### src/logic/commit_cfg.svh
`ifndef COMMIT_CFG_SVH
`define COMMIT_CFG_SVH

// fetch target on any exception or interrupt
`define EXC_VECTOR 32'hBFC0_0380

// BEV set, interrupts off, all lines masked
`define STATUS_RESET 32'h0040_0000

// Cause.ExcCode values
`define EXC_INT  5'd0
`define EXC_ADEL 5'd4
`define EXC_SYS  5'd8

`endif

### src/logic/commitPkg.sv
`default_nettype none

package commitPkg;

    typedef enum logic [2:0] {
        excNone,
        excInterrupt,
        excSyscall,
        excAddrError,
        excEret
    } excKind;

    typedef enum logic [1:0] {
        selStatus,
        selCause,
        selEpc
    } cp0Sel;

    typedef struct packed {
        logic       valid;
        logic       wrCommit;    // low frees phys instead of stale
        logic [4:0] arch;
        logic [5:0] phys;
        logic [5:0] stale;
    } renameRelease;

    typedef struct packed {
        logic        valid;
        logic [31:0] pc;
    } fetchRedirect;

    typedef struct packed {
        logic        valid;
        logic [31:0] pc;
        logic [31:0] target;
        logic        shouldTake;
        logic [1:0]  bimState;
    } nlpUpdate;

    typedef struct packed {
        logic        take;
        excKind      kind;
        logic [31:0] pc;
        logic        isDS;
        logic [31:0] badVAddr;
    } excReport;

    typedef struct packed {
        logic        en;
        cp0Sel       sel;
        logic [31:0] data;
    } cp0Write;

    typedef struct packed {
        logic        statusIe;
        logic        statusExl;
        logic [7:0]  statusIm;
        logic [1:0]  causeIpSw;
        logic [5:0]  causeIp;
        logic [4:0]  excCode;
        logic [31:0] epc;
        logic [31:0] badVAddr;
    } cp0View;

endpackage

`default_nettype wire

### src/logic/uopPkg.sv
`default_nettype none

package uopPkg;

    typedef enum logic [3:0] {
        opAlu,
        opLoad,
        opSb,
        opSh,
        opSw,
        opBranch,
        opEret,
        opSyscall,
        opBubble        // empty delay slot
    } uopOp;

    typedef enum logic [1:0] {
        brNone,
        brCond,
        brJump,
        brJumpReg
    } branchKind;

    typedef struct packed {
        logic        valid;
        logic        busy;
        logic        committed;
        uopOp        op;
        logic [31:0] pc;
        logic        isDS;
        logic        dstWe;
        logic [4:0]  dstArch;
        logic [5:0]  dstPhys;
        logic [5:0]  dstStale;   // previous mapping, freed on commit
        branchKind   brKind;
        logic        taken;
        logic        predTaken;
        logic [31:0] brAddr;
        logic [31:0] predAddr;
        logic [1:0]  bimState;
        logic        causeExc;
        logic [4:0]  excCode;
        logic [31:0] badVAddr;
    } robUop;

    typedef struct packed {
        logic  valid;
        robUop slot0;
        robUop slot1;
    } robPair;

endpackage

`default_nettype wire

### src/logic/branchCheck.sv
`default_nettype none

module branchCheck (
    input  wire logic                    clk,
    input  wire logic                    rst,
    input  wire uopPkg::robUop           slot0,
    input  wire uopPkg::robUop           slot1,
    input  wire logic                    good0,
    input  wire logic                    good1,
    input  wire logic                    flush,
    output commitPkg::fetchRedirect      redirect
);
    logic        dirMiss;
    logic        targetMiss;
    logic        mispredict;
    logic [31:0] realTarget;
    logic        pending;
    logic        waitDS;
    logic [31:0] target;

    // only slot 0 can hold a branch, its delay slot follows
    assign dirMiss    = slot0.taken != slot0.predTaken;
    assign targetMiss = slot0.taken && (slot0.brAddr != slot0.predAddr);
    assign mispredict = good0 && (slot0.brKind != uopPkg::brNone) && (dirMiss || targetMiss);
    assign realTarget = slot0.taken ? slot0.brAddr : slot0.pc + 32'd8;

    always_ff @(posedge clk) begin
        if (rst || flush) begin
            pending <= 1'b0;
            waitDS  <= 1'b0;
        end else if (redirect.valid) begin
            pending <= 1'b0;
        end else if (mispredict) begin
            pending <= 1'b1;
            waitDS  <= !good1 || (slot1.op == uopPkg::opBubble);
        end else if (waitDS && good0) begin
            waitDS  <= 1'b0;    // delay slot retired
        end
    end

    always_ff @(posedge clk) begin
        if (mispredict) begin
            target <= realTarget;
        end
    end

    assign redirect.valid = pending && !waitDS;
    assign redirect.pc    = target;

endmodule

`default_nettype wire

### src/logic/commitCtrl.sv
`default_nettype none

`include "commit_cfg.svh"

module commitCtrl (
    input  wire logic                    clk,
    input  wire logic                    rst,
    input  wire uopPkg::robPair          rob,
    output logic                         robReady,
    input  wire logic                    intPending,
    input  wire commitPkg::cp0View       cp0,
    input  wire commitPkg::fetchRedirect mispredict,
    output commitPkg::renameRelease      release0,
    output commitPkg::renameRelease      release1,
    output logic                         storeFire,
    output commitPkg::nlpUpdate          nlp,
    output commitPkg::excReport          exc,
    output commitPkg::fetchRedirect      redirect,
    output logic                         flushReq
);
    logic                good0;
    logic                good1;
    logic                fault0;
    logic                fault1;
    logic                intTake;
    logic                kill0;
    logic                kill1;
    commitPkg::excReport excNext;

    function automatic logic isStore(uopPkg::uopOp op);
        return op == uopPkg::opSb || op == uopPkg::opSh || op == uopPkg::opSw;
    endfunction

    function automatic commitPkg::excKind kindOf(uopPkg::robUop u);
        commitPkg::excKind k;
        if (u.op == uopPkg::opEret) begin
            k = commitPkg::excEret;
        end else if (u.excCode == `EXC_SYS) begin
            k = commitPkg::excSyscall;
        end else begin
            k = commitPkg::excAddrError;
        end
        return k;
    endfunction

    assign robReady = !flushReq;   // hold the pair during a flush
    assign good0 = rob.valid && robReady && rob.slot0.valid
                   && !rob.slot0.committed && !rob.slot0.busy;
    assign good1 = rob.valid && robReady && rob.slot1.valid
                   && !rob.slot1.committed && !rob.slot1.busy;

    assign intTake = intPending && good0;
    assign fault0  = good0 && (rob.slot0.causeExc || rob.slot0.op == uopPkg::opEret);
    assign fault1  = good1 && (rob.slot1.causeExc || rob.slot1.op == uopPkg::opEret);
    assign kill0   = intTake || fault0;
    assign kill1   = kill0 || fault1;   // slot 1 dies with slot 0

    assign storeFire = (good0 && isStore(rob.slot0.op) && !kill0)
                       || (good1 && isStore(rob.slot1.op) && !kill1);

    // interrupt first, then program order
    always_comb begin
        excNext = '0;
        if (intTake) begin
            excNext.take = 1'b1;
            excNext.kind = commitPkg::excInterrupt;
            excNext.pc   = rob.slot0.pc;
            excNext.isDS = rob.slot0.isDS;
        end else if (fault0) begin
            excNext = '{take: 1'b1, kind: kindOf(rob.slot0), pc: rob.slot0.pc,
                        isDS: rob.slot0.isDS, badVAddr: rob.slot0.badVAddr};
        end else if (fault1) begin
            excNext = '{take: 1'b1, kind: kindOf(rob.slot1), pc: rob.slot1.pc,
                        isDS: rob.slot1.isDS, badVAddr: rob.slot1.badVAddr};
        end
    end

    always_ff @(posedge clk) begin
        if (rst) begin
            release0 <= '0;
            release1 <= '0;
            nlp      <= '0;
            exc      <= '0;
        end else begin
            release0 <= '{valid: good0, wrCommit: rob.slot0.dstWe && !kill0,
                          arch: rob.slot0.dstArch, phys: rob.slot0.dstPhys,
                          stale: rob.slot0.dstStale};
            release1 <= '{valid: good1, wrCommit: rob.slot1.dstWe && !kill1,
                          arch: rob.slot1.dstArch, phys: rob.slot1.dstPhys,
                          stale: rob.slot1.dstStale};
            nlp      <= '{valid: good0 && rob.slot0.brKind != uopPkg::brNone,
                          pc: rob.slot0.pc, target: rob.slot0.brAddr,
                          shouldTake: rob.slot0.taken, bimState: rob.slot0.bimState};
            exc      <= excNext;
        end
    end

    // epc still holds the old value during the ERET flush
    always_comb begin
        redirect = mispredict;
        if (exc.take) begin
            redirect.valid = 1'b1;
            redirect.pc    = (exc.kind == commitPkg::excEret) ? cp0.epc : `EXC_VECTOR;
        end
    end

    assign flushReq = redirect.valid;

endmodule

`default_nettype wire

### src/logic/commitTop.sv
`default_nettype none

module commitTop (
    input  wire logic                   clk,
    input  wire logic                   rst,
    input  wire logic [5:0]             extInt,
    input  wire uopPkg::robPair         rob,
    output logic                        robReady,
    input  wire commitPkg::cp0Write     cp0Wr,
    output commitPkg::renameRelease     release0,
    output commitPkg::renameRelease     release1,
    output logic                        storeFire,
    output commitPkg::nlpUpdate         nlp,
    output commitPkg::fetchRedirect     redirect,
    output logic                        flushReq,
    output commitPkg::cp0View           cp0Out
);
    logic [5:0]              lines;
    logic                    intPending;
    commitPkg::fetchRedirect mispredict;
    commitPkg::excReport     excRep;

    interruptSync intSync (
        .clk(clk), .rst(rst), .extInt(extInt), .cp0(cp0Out),
        .lines(lines), .intPending(intPending)
    );

    // good bits qualified the same way as in ctrl, robReady gating included
    branchCheck brCheck (
        .clk(clk), .rst(rst), .slot0(rob.slot0), .slot1(rob.slot1),
        .good0(rob.valid && robReady && rob.slot0.valid
               && !rob.slot0.committed && !rob.slot0.busy),
        .good1(rob.valid && robReady && rob.slot1.valid
               && !rob.slot1.committed && !rob.slot1.busy),
        .flush(excRep.take), .redirect(mispredict)
    );

    cp0Regs cp0 (
        .clk(clk), .rst(rst), .exc(excRep), .lines(lines), .wr(cp0Wr), .view(cp0Out)
    );

    commitCtrl ctrl (
        .clk(clk), .rst(rst), .rob(rob), .robReady(robReady),
        .intPending(intPending), .cp0(cp0Out), .mispredict(mispredict),
        .release0(release0), .release1(release1), .storeFire(storeFire),
        .nlp(nlp), .exc(excRep), .redirect(redirect), .flushReq(flushReq)
    );

endmodule

`default_nettype wire

### src/logic/cp0Regs.sv
`default_nettype none

`include "commit_cfg.svh"

module cp0Regs (
    input  wire logic                clk,
    input  wire logic                rst,
    input  wire commitPkg::excReport exc,
    input  wire logic [5:0]          lines,
    input  wire commitPkg::cp0Write  wr,
    output commitPkg::cp0View        view
);
    localparam logic [31:0] statusReset = `STATUS_RESET;

    logic        statusIe;
    logic        statusExl;
    logic [7:0]  statusIm;
    logic [1:0]  causeIpSw;
    logic [4:0]  excCode;
    logic [31:0] epc;
    logic [31:0] badVAddr;
    logic [4:0]  codeNext;

    always_comb begin
        case (exc.kind)
            commitPkg::excInterrupt: codeNext = `EXC_INT;
            commitPkg::excSyscall:   codeNext = `EXC_SYS;
            default:                 codeNext = `EXC_ADEL;
        endcase
    end

    // exception update wins over a software write
    always_ff @(posedge clk) begin
        if (rst) begin
            statusIe  <= statusReset[0];
            statusExl <= statusReset[1];
            statusIm  <= statusReset[15:8];
            causeIpSw <= '0;
            excCode   <= '0;
            epc       <= '0;
            badVAddr  <= '0;
        end else if (exc.take) begin
            if (exc.kind == commitPkg::excEret) begin
                statusExl <= 1'b0;
            end else begin
                statusExl <= 1'b1;
                excCode   <= codeNext;
                epc       <= exc.isDS ? exc.pc - 32'd4 : exc.pc;   // restart at the branch
                if (exc.kind == commitPkg::excAddrError) begin
                    badVAddr <= exc.badVAddr;
                end
            end
        end else if (wr.en) begin
            case (wr.sel)
                commitPkg::selStatus: begin
                    statusIe  <= wr.data[0];
                    statusExl <= wr.data[1];
                    statusIm  <= wr.data[15:8];
                end
                commitPkg::selCause: causeIpSw <= wr.data[9:8];
                commitPkg::selEpc:   epc <= wr.data;
                default: ;
            endcase
        end
    end

    assign view = '{statusIe: statusIe, statusExl: statusExl, statusIm: statusIm,
                    causeIpSw: causeIpSw, causeIp: lines, excCode: excCode,
                    epc: epc, badVAddr: badVAddr};

endmodule

`default_nettype wire

### src/logic/interruptSync.sv
`default_nettype none

module interruptSync (
    input  wire logic              clk,
    input  wire logic              rst,
    input  wire logic [5:0]        extInt,
    input  wire commitPkg::cp0View cp0,
    output logic [5:0]             lines,
    output logic                   intPending
);
    logic [7:0] ipAll;

    // lines are async to the core
    always_ff @(posedge clk) begin
        if (rst) begin
            lines <= '0;
        end else begin
            lines <= extInt;
        end
    end

    assign ipAll = {lines, cp0.causeIpSw};   // hw lines on IP7..IP2

    assign intPending = (|(ipAll & cp0.statusIm)) && cp0.statusIe && !cp0.statusExl;

endmodule

`default_nettype wire

### config.mk
export PLATFORM = sky130hd
export DESIGN_NAME = commitTop
export DESIGN_NICKNAME = d
export VERILOG_FILES = /design/src/logic/commitPkg.sv /design/src/logic/uopPkg.sv /design/src/logic/branchCheck.sv /design/src/logic/commitCtrl.sv /design/src/logic/commitTop.sv /design/src/logic/cp0Regs.sv /design/src/logic/interruptSync.sv
export VERILOG_INCLUDE_DIRS = /design/src /design/src/logic
export SDC_FILE = /design/constraint.sdc
export NUM_CORES = 1
export LEC_CHECK = 0
export ABC_AREA = 0
export BUFFER_PORTS_ARGS = -buffer_cell sky130_fd_sc_hd__clkbuf_2
export CORE_AREA = 2 2 235 237
export CTS_CLUSTER_DIAMETER = 60
export DETAILED_ROUTE_END_ITERATION = 7
export DIE_AREA = 0 0 237 239
export HOLD_SLACK_MARGIN = 0.08
export PLACE_DENSITY = 0.56
export SLEW_MARGIN = 10
export SYNTH_ARGS = -nofsm -noshare
export SYNTH_HDL_FRONTEND = slang
export SYNTH_HIERARCHICAL = 1
export SYNTH_SLANG_ARGS = --single-unit
### constraint.sdc
create_clock -name clk -period 5.95 [get_ports clk]
set_clock_uncertainty 0.2 [all_clocks]
set_input_delay 1.19 -clock clk [delete_from_list [all_inputs] [get_ports clk]]
set_output_delay 1.19 -clock clk [all_outputs]
set_load 0.03 [all_outputs]
Yosys cells after proc, flatten, opt, wreduce, memory -nomap -nowiden --
Index checks and enable logic that the tools add are counted.
Cells by class: bitwise operators 4, reductions and logical operators 61, mux-type cells 22, add/subtract/negate cells 2, eq/ne operators 20
Operator list (count):
- $mux W32 | 7
- $mux W69 | 2
- $mux W37 | 1
- $mux W33 | 1
- $add A32 B4 Y32 const B | 1
- $ne A32 B32 Y1 | 1
- $sub A32 B3 Y32 const B | 1
- $logic_and A1 B1 Y1 | 23
- $eq A4 B2 Y1 const B | 4
- $eq A4 B3 Y1 const B | 4
- $logic_or A1 B1 Y1 | 12
- $reduce_and A3 Y1 | 4
- $eq A5 B4 Y1 const B | 2
- $logic_not A1 Y1 | 10
- $reduce_bool A2 Y1 | 5
- $and A8 B8 Y8 | 1
- $mux W1 | 8
- $pmux W4 S2 | 1
- $reduce_or A8 Y1 | 1
- $eq A3 B2 Y1 const B | 2
- $mux W3 | 2
- $reduce_and A2 Y1 | 3
- $eq A4 B4 Y1 const B | 1
- $reduce_or A2 Y1 | 2
- 8 further kinds | 10
Storage, ports and cells: output and inout bits 229, bits of input ports 376, bits in registers 296, logic and storage cells 141

Depth between registers and ports, before layout --
Gate-level depths: netlist (run 1).
depth after elaboration 14, mapped depth 10, depth with buffers taken out 9

Cells and area by module --
The synthesis (run 1) kept the hierarchy.
By module, submodules not included:
- commitCtrl | cells an instance 647, times used 1, area an instance 6108.4 µm²
- cp0Regs | cells an instance 478, times used 1, area an instance 3787.4 µm²
- branchCheck | cells an instance 237, times used 1, area an instance 2292.2 µm²
- interruptSync | cells an instance 18, times used 1, area an instance 205.2 µm²
- commitTop | cells an instance 3, times used 1, area an instance 36.3 µm²

Least setup slack after synthesis (run 1) --
Ideal clock, no wire load.
kind input -> register, from in rob[332] in the netlist's numbering, to reg brCheck.target[0] (enable), slack 2.106 ns, arrival time 3.219 ns, required time 5.326 ns, library setup time 0.424 ns, buffers on the path 0, stages 4, cells stage by stage nand2_2 > nor4b_2 > o221ai_1 > nor2_1
Between the ends: word-level cells in the longest chain between the ends 6
Ends and longest elaborated chain:
- from (decl) | RTL line commitTop.sv:7 | input wire uopPkg::robPair rob,
- $logic_and A1 B1 Y1 (2 in series) | RTL line commitTop.sv:31 | .good0(rob.valid && robReady && rob.slot0.valid
- $logic_and A1 B1 Y1 (2 in series) | RTL line commitTop.sv:32 | && !rob.slot0.committed && !rob.slot0.busy),
- $logic_and A1 B1 Y1 (2 in series) | RTL line branchCheck.sv:24 | assign mispredict = good0 && (slot0.brKind != uopPkg::brNone) && (dirMiss || targetMiss);
- net brCheck.mispredict | RTL line branchCheck.sv:15 | logic mispredict;
- to (signal assigned) | RTL line branchCheck.sv:43 | target <= realTarget;
- to (decl) | RTL line branchCheck.sv:19 | logic [31:0] target;
The timed path passes the listed nets, and every way through them passes these cells. A chain may end at the register's enable or synchronous reset.

==> results.sh, run 1 <==
export IMPL_final_setup_tns_ns=0
export IMPL_maxCapViolCount=0
export IMPL_syn_area_um2=12400
export IMPL_max_slew_margin_pct=19.8
export IMPL_placed_cells=2538
export IMPL_yosys_area_top_type="dfxtp_1"
export IMPL_startpoint_type="register"
export IMPL_r2r_start="ctrl/exc[68]$_SDFF_PP0_"
export IMPL_end_kind="output pin"
export IMPL_antenna_found_initial=10
export IMPL_fill_cells=5736
export IMPL_final_hold_violation_count=0
export IMPL_fin_hold_ws_ns=0.231
export IMPL_slew_violations=0
export IMPL_synth_area_leaders="dfxtp_1, edfxtp_1, nand2_1"
export IMPL_static_leakage_power_nw=7.12
export IMPL_start_util_pct=22.9
export IMPL_gp_congestion=0.877
export IMPL_cts_tree="done"
export IMPL_hold_start="ctrl/exc[5]$_SDFF_PP0_"
export IMPL_required_ns=4.56
export IMPL_post_layout_nonfiller_instances=2610
export IMPL_hold_path_class="register to register"
export IMPL_grt_pass1_vias=11400
export IMPL_tightest_slew_ns=1.20
export IMPL_finalWirelength_mm=53.1
export IMPL_cp_data_arrival_time_ns=2.76
export IMPL_crit_type="register to output pin"
export IMPL_worst_path_max_delay_cell="nor4bb_4"
export IMPL_cts_setup_buffers=0
export IMPL_drtPass1Iterations=6
export IMPL_cts_root_buf="clkbuf_16"
export IMPL_max_freq_ghz=0.241
export IMPL_rows=86
export IMPL_synth_ff_type="dfxtp_1"
export IMPL_clockBufferDepth=3
export IMPL_drive_gt1_share_pct=34.1
export IMPL_die_h_um=239
export IMPL_crit_path_start="ctrl/exc[67]$_SDFF_PP0_"
export IMPL_synth_cell_type_count=82
export IMPL_core_um2=54300
export IMPL_finalCritPeriodShare_pct=69.7
export IMPL_numCtsBuffers=39
export IMPL_crit_chain="nor4bb_4, nand2_1, o21ai_0, clkbuf_2"
export IMPL_yosysTopAreaCellShare_pct=42.0
export IMPL_drc=0
export IMPL_drt_iter0_drc=589
export IMPL_critical_path_top_delay_family="simple AND/OR/NAND/NOR gates"
export IMPL_ctsHoldBuffers=0
export IMPL_grt_max_degree=96
export IMPL_ios=605
export IMPL_max_vdd_ir_drop_uv=186
export IMPL_cts_resized=0
export IMPL_synth_cells=1383
export IMPL_synth_seq_area_share_pct=49.8
export IMPL_period_needed_ns=4.15
export IMPL_wire_per_inst_um=20.3
export IMPL_detail_route_antenna_nets=0
export IMPL_async_flop_share_pct=0
export IMPL_grt_pass1_wl_mm=75.0
export IMPL_io_buffers=531
export IMPL_path_buf_inv=1
export IMPL_finalNetCount=2253
export IMPL_die_area_um2=56600
export IMPL_clk_latency_ns=0.56
export IMPL_num_vias=11800
export IMPL_ys_seq_elements=293
export IMPL_crit_fanout=20
export IMPL_die_w_um=237
export IMPL_synth_edf_count=32
export IMPL_cts_sinks=293
export IMPL_rsz0062_at_grt="no"
export IMPL_cts_max_level=2
export IMPL_hpwl_mm=42.0
export IMPL_overflow=0
export IMPL_via_per_inst=4.53
export IMPL_setup_viol=0
export IMPL_track_usage_pct=17.9
export IMPL_clkTransAtPathRegs_ns=0.06
export IMPL_areaGrowthSynthToFinish_pct=36.5
export IMPL_syn_avg_cell_area_um2=8.99
export IMPL_outcome="finished, final reports clean"
export IMPL_power_density_nw_per_um2=299
export IMPL_synth_warnings=6
export IMPL_slowest_delay_ns=1.06
-- worst min-delay path, stage by stage (launching register included) --
cell and delay (ns):
dfxtp_1 0.29, nand2_1 0.05, a21oi_1 0.05
-- area by class of cell --
cell class	instances	area [um^2]	share of cell area, %
inverter	37	139	0.818
multi-input combinational	959	5650	33.3
clock buffer	50	1090	6.43
antenna	3	7.51	0.0442
sequential	293	6190	36.5
tap	704	881	5.19
timing repair buffer	545	2770	16.3
clock inverter	19	240	1.42
-- flip-flops by register name (all words and copies together), names as in the netlist --
signal	cells
cp0/causeIpSw	2
ctrl/exc	69
brCheck/waitDS	1
ctrl/release0	19
cp0/badVAddr	32
ctrl/release1	19
cp0/excCode	2
cp0/statusIe	1
ctrl/nlp	68
cp0/statusExl	1
cp0/epc	32
intSync/lines	6
brCheck/pending	1
brCheck/target	32
cp0/statusIm	8
-- stage by stage --
stage                     utilization (%)  cell area [um^2]  setup slack (ns)  power, mW
after detailed placement             28.8             15600              1.90       2.69
final                                31.2             17000              1.80       5.08
after global routing                 31.2             17000              1.60       5.27
after CTS                            31.2             17000              1.73       5.15
after global placement               28.8             15600              1.90       2.69
after floorplan                         -             12400              2.11       2.43
-- Yosys cell counts, types with 3 or more instances --
master	instances
o211ai_1	3
clkbuf_1	54
a211o_1	4
a21o_1	3
edfxtp_1	32
nand2_1	228
nand4b_1	4
o31a_1	4
nor4bb_1	3
dfxtp_1	261
a211oi_1	7
and2_1	4
nor2b_1	106
o22a_1	12
o21ai_0	42
nor4_1	13
xnor2_1	52
or3_1	3
nor2_1	48
o221ai_1	3
nand2b_1	3
buf_6	4
nor3b_1	3
nor3_1	17
nand4_1	13
nand3_1	93
inv_1	37
mux2_2	8
and3_1	20
a21oi_1	129
buf_2	10
buf_4	26
a22oi_1	6
a21boi_0	8
mux2i_1	5
nor4b_2	3
o22ai_1	10
a31oi_1	8
o21ai_1	8
xor2_1	30
-- where the power goes --
group	switching (mW)	internal (mW)
Combinational	0.358	0.197
Sequential	0.0327	2.06
Clock	0.946	1.48
Total	1.34	3.74
-- layout by cell type, fill, tap and decap left out, drive strengths merged, types with 4 or more instances in the layout --
master and count:
xor2 30, nor3 18, a211oi 7, nor3b 4, nand4b 5, mux2i 5
nand3 93, dfxtp 261, a31oi 8, nor2 49, o211ai 4, buf 14
a211o 4, o31a 4, or4 4, a21oi 130, and2 5, mux2 8
clkinv 10, nand2 230, and3 20, nor2b 106, o22a 12, o21ai 50
a22oi 6, edfxtp 32, bufinv 4, nand4 13, nor4b 6, a21boi 8
nor4 16, xnor2 52, o22ai 10, inv 42, clkbuf 581
-- kinds of logic (layout without fill, tap and decap cells) --
| logic type | Yosys count | after routing | synth area share [%] |
|---|---|---|---|
| and+or+nand+nor | 593 | 593 | 25.0 |
| DFF | 293 | 293 | 49.8 |
| AOI/OAI and AO/OA | 266 | 266 | 13.0 |
| buffers and inverters | 133 | 651 | 5.14 |
| xor gates and xnor gates | 82 | 82 | 5.78 |
| muxes | 13 | 13 | 1.13 |
| adders and majority gates | 2 | 2 | 0.201 |
| other | 1 | 6 | 0.0302 |
-- routing by layer --
metal	share of wire, %	vias to the layer above	global-route usage (%)
li1	-	5718	-
met1	44	5591	22.7
met2	47	421	30.0
met3	6.3	79	4.52
met4	2.4	12	5.18
met5	0.15	-	0
-- worst paths after layout --
path	to	slack, ns	depth (start not counted)
min reg2reg	cp0/badVAddr[5]$_SDFFE_PP0P_	0.23	2
max	redirect[19]	1.80	4
max reg2reg	brCheck/target[0]$_DFFE_PP_	2.43	6
min	cp0/badVAddr[5]$_SDFFE_PP0P_	0.23	2
Note: power is estimated with default switching activity, not from simulation.
==> inputs of run 2 (changes only) <==
--- a/config.mk
+++ b/config.mk
@@ -6,14 +6,14 @@
 export SDC_FILE = /design/constraint.sdc
 export NUM_CORES = 1
 export LEC_CHECK = 0
-export ABC_AREA = 0
+export ABC_AREA = 1
 export BUFFER_PORTS_ARGS = -buffer_cell sky130_fd_sc_hd__clkbuf_2
-export CORE_AREA = 2 2 235 237
+export CORE_AREA = 2 2 237 239
 export CTS_CLUSTER_DIAMETER = 60
 export DETAILED_ROUTE_END_ITERATION = 7
-export DIE_AREA = 0 0 237 239
+export DIE_AREA = 0 0 239 241
 export HOLD_SLACK_MARGIN = 0.08
-export PLACE_DENSITY = 0.56
+export PLACE_DENSITY = 0.59
 export SLEW_MARGIN = 10
 export SYNTH_ARGS = -nofsm -noshare
 export SYNTH_HDL_FRONTEND = slang
==> constraint.sdc (replaced) <==
create_clock -name clk -period 3.8 [get_ports clk]
set_clock_uncertainty 0.2 [all_clocks]
set_input_delay 0.76 -clock clk [delete_from_list [all_inputs] [get_ports clk]]
set_output_delay 0.76 -clock clk [all_outputs]
set_load 0.03 [all_outputs]
==> results.sh, run 2 <==
export IMPL_p_comb_share_pct=12.9
export IMPL_period_needed_ns=3.43
export IMPL_regArea_um2=6190
export IMPL_r2r_start="cp0/statusIm[3]$_SDFFE_PP0P_"
export IMPL_wire_per_inst_um=18.1
export IMPL_clockPowerShare_pct=45.5
export IMPL_totalPowerFinal_mw=7.93
export IMPL_synth_area_leaders="dfxtp_1, nand2_1, nor2_1"
export IMPL_finalWirelength_mm=58.3
export IMPL_ys_seq_elements=293
export IMPL_synthAdderAreaFrac_pct=0.182
export IMPL_synth_simple_area_share_pct=31.2
export IMPL_cts_setup_buffers=0
export IMPL_final_common_cell="clkbuf_2"
export IMPL_muxShareOfSynthArea_pct=0
export IMPL_numCtsBuffers=40
export IMPL_syn_avg_cell_area_um2=6.93
export IMPL_largest_register_ffs=69
export IMPL_final_setup_tns_ns=0
export IMPL_overflow=0
export IMPL_rsz0062_at_grt="no"
export IMPL_rows=86
export IMPL_max_freq_ghz=0.291
export IMPL_detail_route_antenna_nets=0
export IMPL_synth_cells=1987
export IMPL_setup_viol=0
export IMPL_drtPass1Iterations=5
export IMPL_slowest_delay_ns=0.76
export IMPL_fill_cells=6041
export IMPL_largest_register="ctrl/exc"
export IMPL_synth_compound_area_share_pct=10.0
export IMPL_worst_path_max_delay_cell="inv_1"
export IMPL_grt_pass1_vias=13000
export IMPL_ctsHoldBuffers=0
export IMPL_syn_area_um2=13800
export IMPL_synth_ff_type="dfxtp_1"
export IMPL_grt_use_met1_pct=26.2
export IMPL_power_density_nw_per_um2=435
export IMPL_final_hold_violation_count=0
export IMPL_finalCritPeriodShare_pct=90.3
export IMPL_crit_type="register to output pin"
export IMPL_num_vias=13900
export IMPL_hpwl_mm=45.8
export IMPL_die_area_um2=57600
export IMPL_yosysMostFrequentCell="nand2_1"
export IMPL_min_to="ctrl/release0[11]$_SDFF_PP0_"
export IMPL_start_util_pct=25.1
export IMPL_path_buf_inv=2
export IMPL_synth_common_cells="nand2_1, nor2_1, inv_1"
export IMPL_rr_worst_depth=9
export IMPL_static_leakage_power_nw=9.53
export IMPL_met2_usage_pct=31.3
export IMPL_hold_path_class="primary input to register"
export IMPL_rr_endpoint="ctrl/exc[46]$_SDFF_PP0_"
export IMPL_synth_warnings=6
export IMPL_crit_chain="inv_1, nand2_1, o21ai_0, clkbuf_2"
export IMPL_areaGrowthSynthToFinish_pct=32.3
export IMPL_finalNetCount=2864
export IMPL_synth_top_family_by_area="simple AND/OR/NAND/NOR gates"
export IMPL_cts_sinks=293
export IMPL_antenna_found_initial=14
export IMPL_gp_congestion=0.891
export IMPL_multiInputGateArea_um2=6030
export IMPL_clk_latency_ns=0.55
export IMPL_crit_cells=4
export IMPL_grt_max_degree=76
export IMPL_critical_path_top_delay_family="buffers and inverters"
export IMPL_grt_pass1_wl_mm=83.2
export IMPL_die_w_um=239
export IMPL_drc=0
export IMPL_outcome="finished, final reports clean"
export IMPL_whs_path_depth=3
export IMPL_maxCapViolCount=0
export IMPL_crit_path_start="ctrl/exc[68]$_SDFF_PP0_"
export IMPL_drive_gt1_share_pct=27.2
export IMPL_cts_resized=0
export IMPL_drt_iter0_drc=796
export IMPL_busiest_layer="met2"
export IMPL_yosysTopAreaCellShare_pct=37.9
export IMPL_final_area_um2=18200
export IMPL_track_usage_pct=19.6
export IMPL_cts_root_buf="clkbuf_16"
export IMPL_ios=605
export IMPL_reg2reg_slack_ns=0.94
export IMPL_finish_utilization_pct=33.2
export IMPL_cts_max_level=2
export IMPL_cp_data_arrival_time_ns=2.47
export IMPL_synth_seq_area_share_pct=44.9
export IMPL_synth_cell_type_count=51
export IMPL_placed_area_um2=17000
export IMPL_internal_power_mw=5.72
export IMPL_io_buffers=531
export IMPL_crit_fanout=32
export IMPL_core_um2=54900
export IMPL_synth_edf_count=32
export IMPL_hold_start="rob[285]"
export IMPL_max_vdd_ir_drop_uv=291
export IMPL_async_flop_share_pct=0
export IMPL_switching_share_pct=27.9
export IMPL_slew_violations=0
export IMPL_reg_largest_list="ctrl/exc (69), ctrl/nlp (68)"
export IMPL_cts_tree="done"
export IMPL_max_slew_margin_pct=32.6
export IMPL_seqPwrFrac_pct=41.6
export IMPL_required_ns=2.84
export IMPL_yosys_area_top_type="dfxtp_1"
export IMPL_tightest_slew_ns=1.01
export IMPL_via_per_inst=4.30
export IMPL_clkTransAtPathRegs_ns=0.06
export IMPL_p_switching_mw=2.22
export IMPL_final_cell_mix="clkbuf_2, nand2_1, nor2_1"
export IMPL_end_kind="output pin"
export IMPL_clockBufferDepth=3
export IMPL_startpoint_type="register"
export IMPL_met3_usage_pct=4.94
export IMPL_synth_xor_area_share_pct=2.23
export IMPL_die_h_um=241
## run 2: changes by cell type after synthesis, moves of 33 or more
cell     change
a21oi_1     -51
inv_1      +225
nand2_1    +258
nand3_1     -39
nor2_1     +344
nor2b_1    -106
o21ai_0    +100
xnor2_1     -33
## run 2: kinds of logic after synthesis
group | after synthesis
AOI/OAI and AO/OA | 263
and+or+nand+nor | 1021
DFF | 293
xor gates and xnor gates | 35
buffers and inverters | 372
other | 1
adders and majority gates | 2
## run 2: stage by stage
step           setup slack (ns)  cells  hold WS, ns
2_1_floorplan              1.10   1989        0.230
3_3_place_gp              0.871   3148        0.234
3_5_place_dp              0.888   3148        0.238
4_1_cts                   0.297   3217        0.146
5_1_grt                   0.145   3219        0.161
6_report                  0.369   3223        0.191
## run 2: how the worst max path moves through the flow
| stage | endpoint | slack (ns) |
|---|---|---|
| after floorplan | storeFire | 1.10 |
| after global placement | brCheck/target[21]$_DFFE_PP_ | 0.87 |
| after detailed placement | brCheck/target[21]$_DFFE_PP_ | 0.89 |
| after CTS | storeFire | 0.30 |
| after global routing | storeFire | 0.15 |
| final | redirect[19] | 0.37 |
## run 2: power by group through the flow
stage / Combinational, mW / Clock, mW / Sequential, mW
finish: 1.02 / 3.61 / 3.30
global placement: 1.02 / 0 / 3.37
floorplan: 0.415 / 0 / 3.51
CTS: 1.03 / 3.72 / 3.30
global route: 1.12 / 3.85 / 3.31
detailed placement: 1.03 / 0 / 3.37
## run 2: layer usage
| layer | up-vias | part of all wire (%) |
|---|---|---|
| met5 | - | 0.093 |
| met1 | 6179 | 45 |
| met4 | 8 | 2.7 |
| met2 | 484 | 45 |
| met3 | 98 | 7.1 |
| li1 | 7090 | - |
## run 2: worst reg2reg max path, stage by stage (launching register included)
cell     delay, ns
dfxtp_1       0.37
nand2_1       0.06
nand2_1       0.06
nor2_1        0.04
a21oi_1       0.72
nand2_1       0.20
nand2_2       0.13
buf_4         0.42
a21oi_1       0.17
nor2_1        0.36
## run 2: final cells by class
| class | count | area share [%] |
|---|---|---|
| repair buffers | 552 | 15.5 |
| well taps | 704 | 4.83 |
| inverters | 275 | 5.67 |
| multi-input cells | 1324 | 33.1 |
| flip-flops and latches | 293 | 33.9 |
| clock inverters | 9 | 0.391 |
| diodes | 6 | 0.0824 |
| clock buffers | 60 | 6.51 |
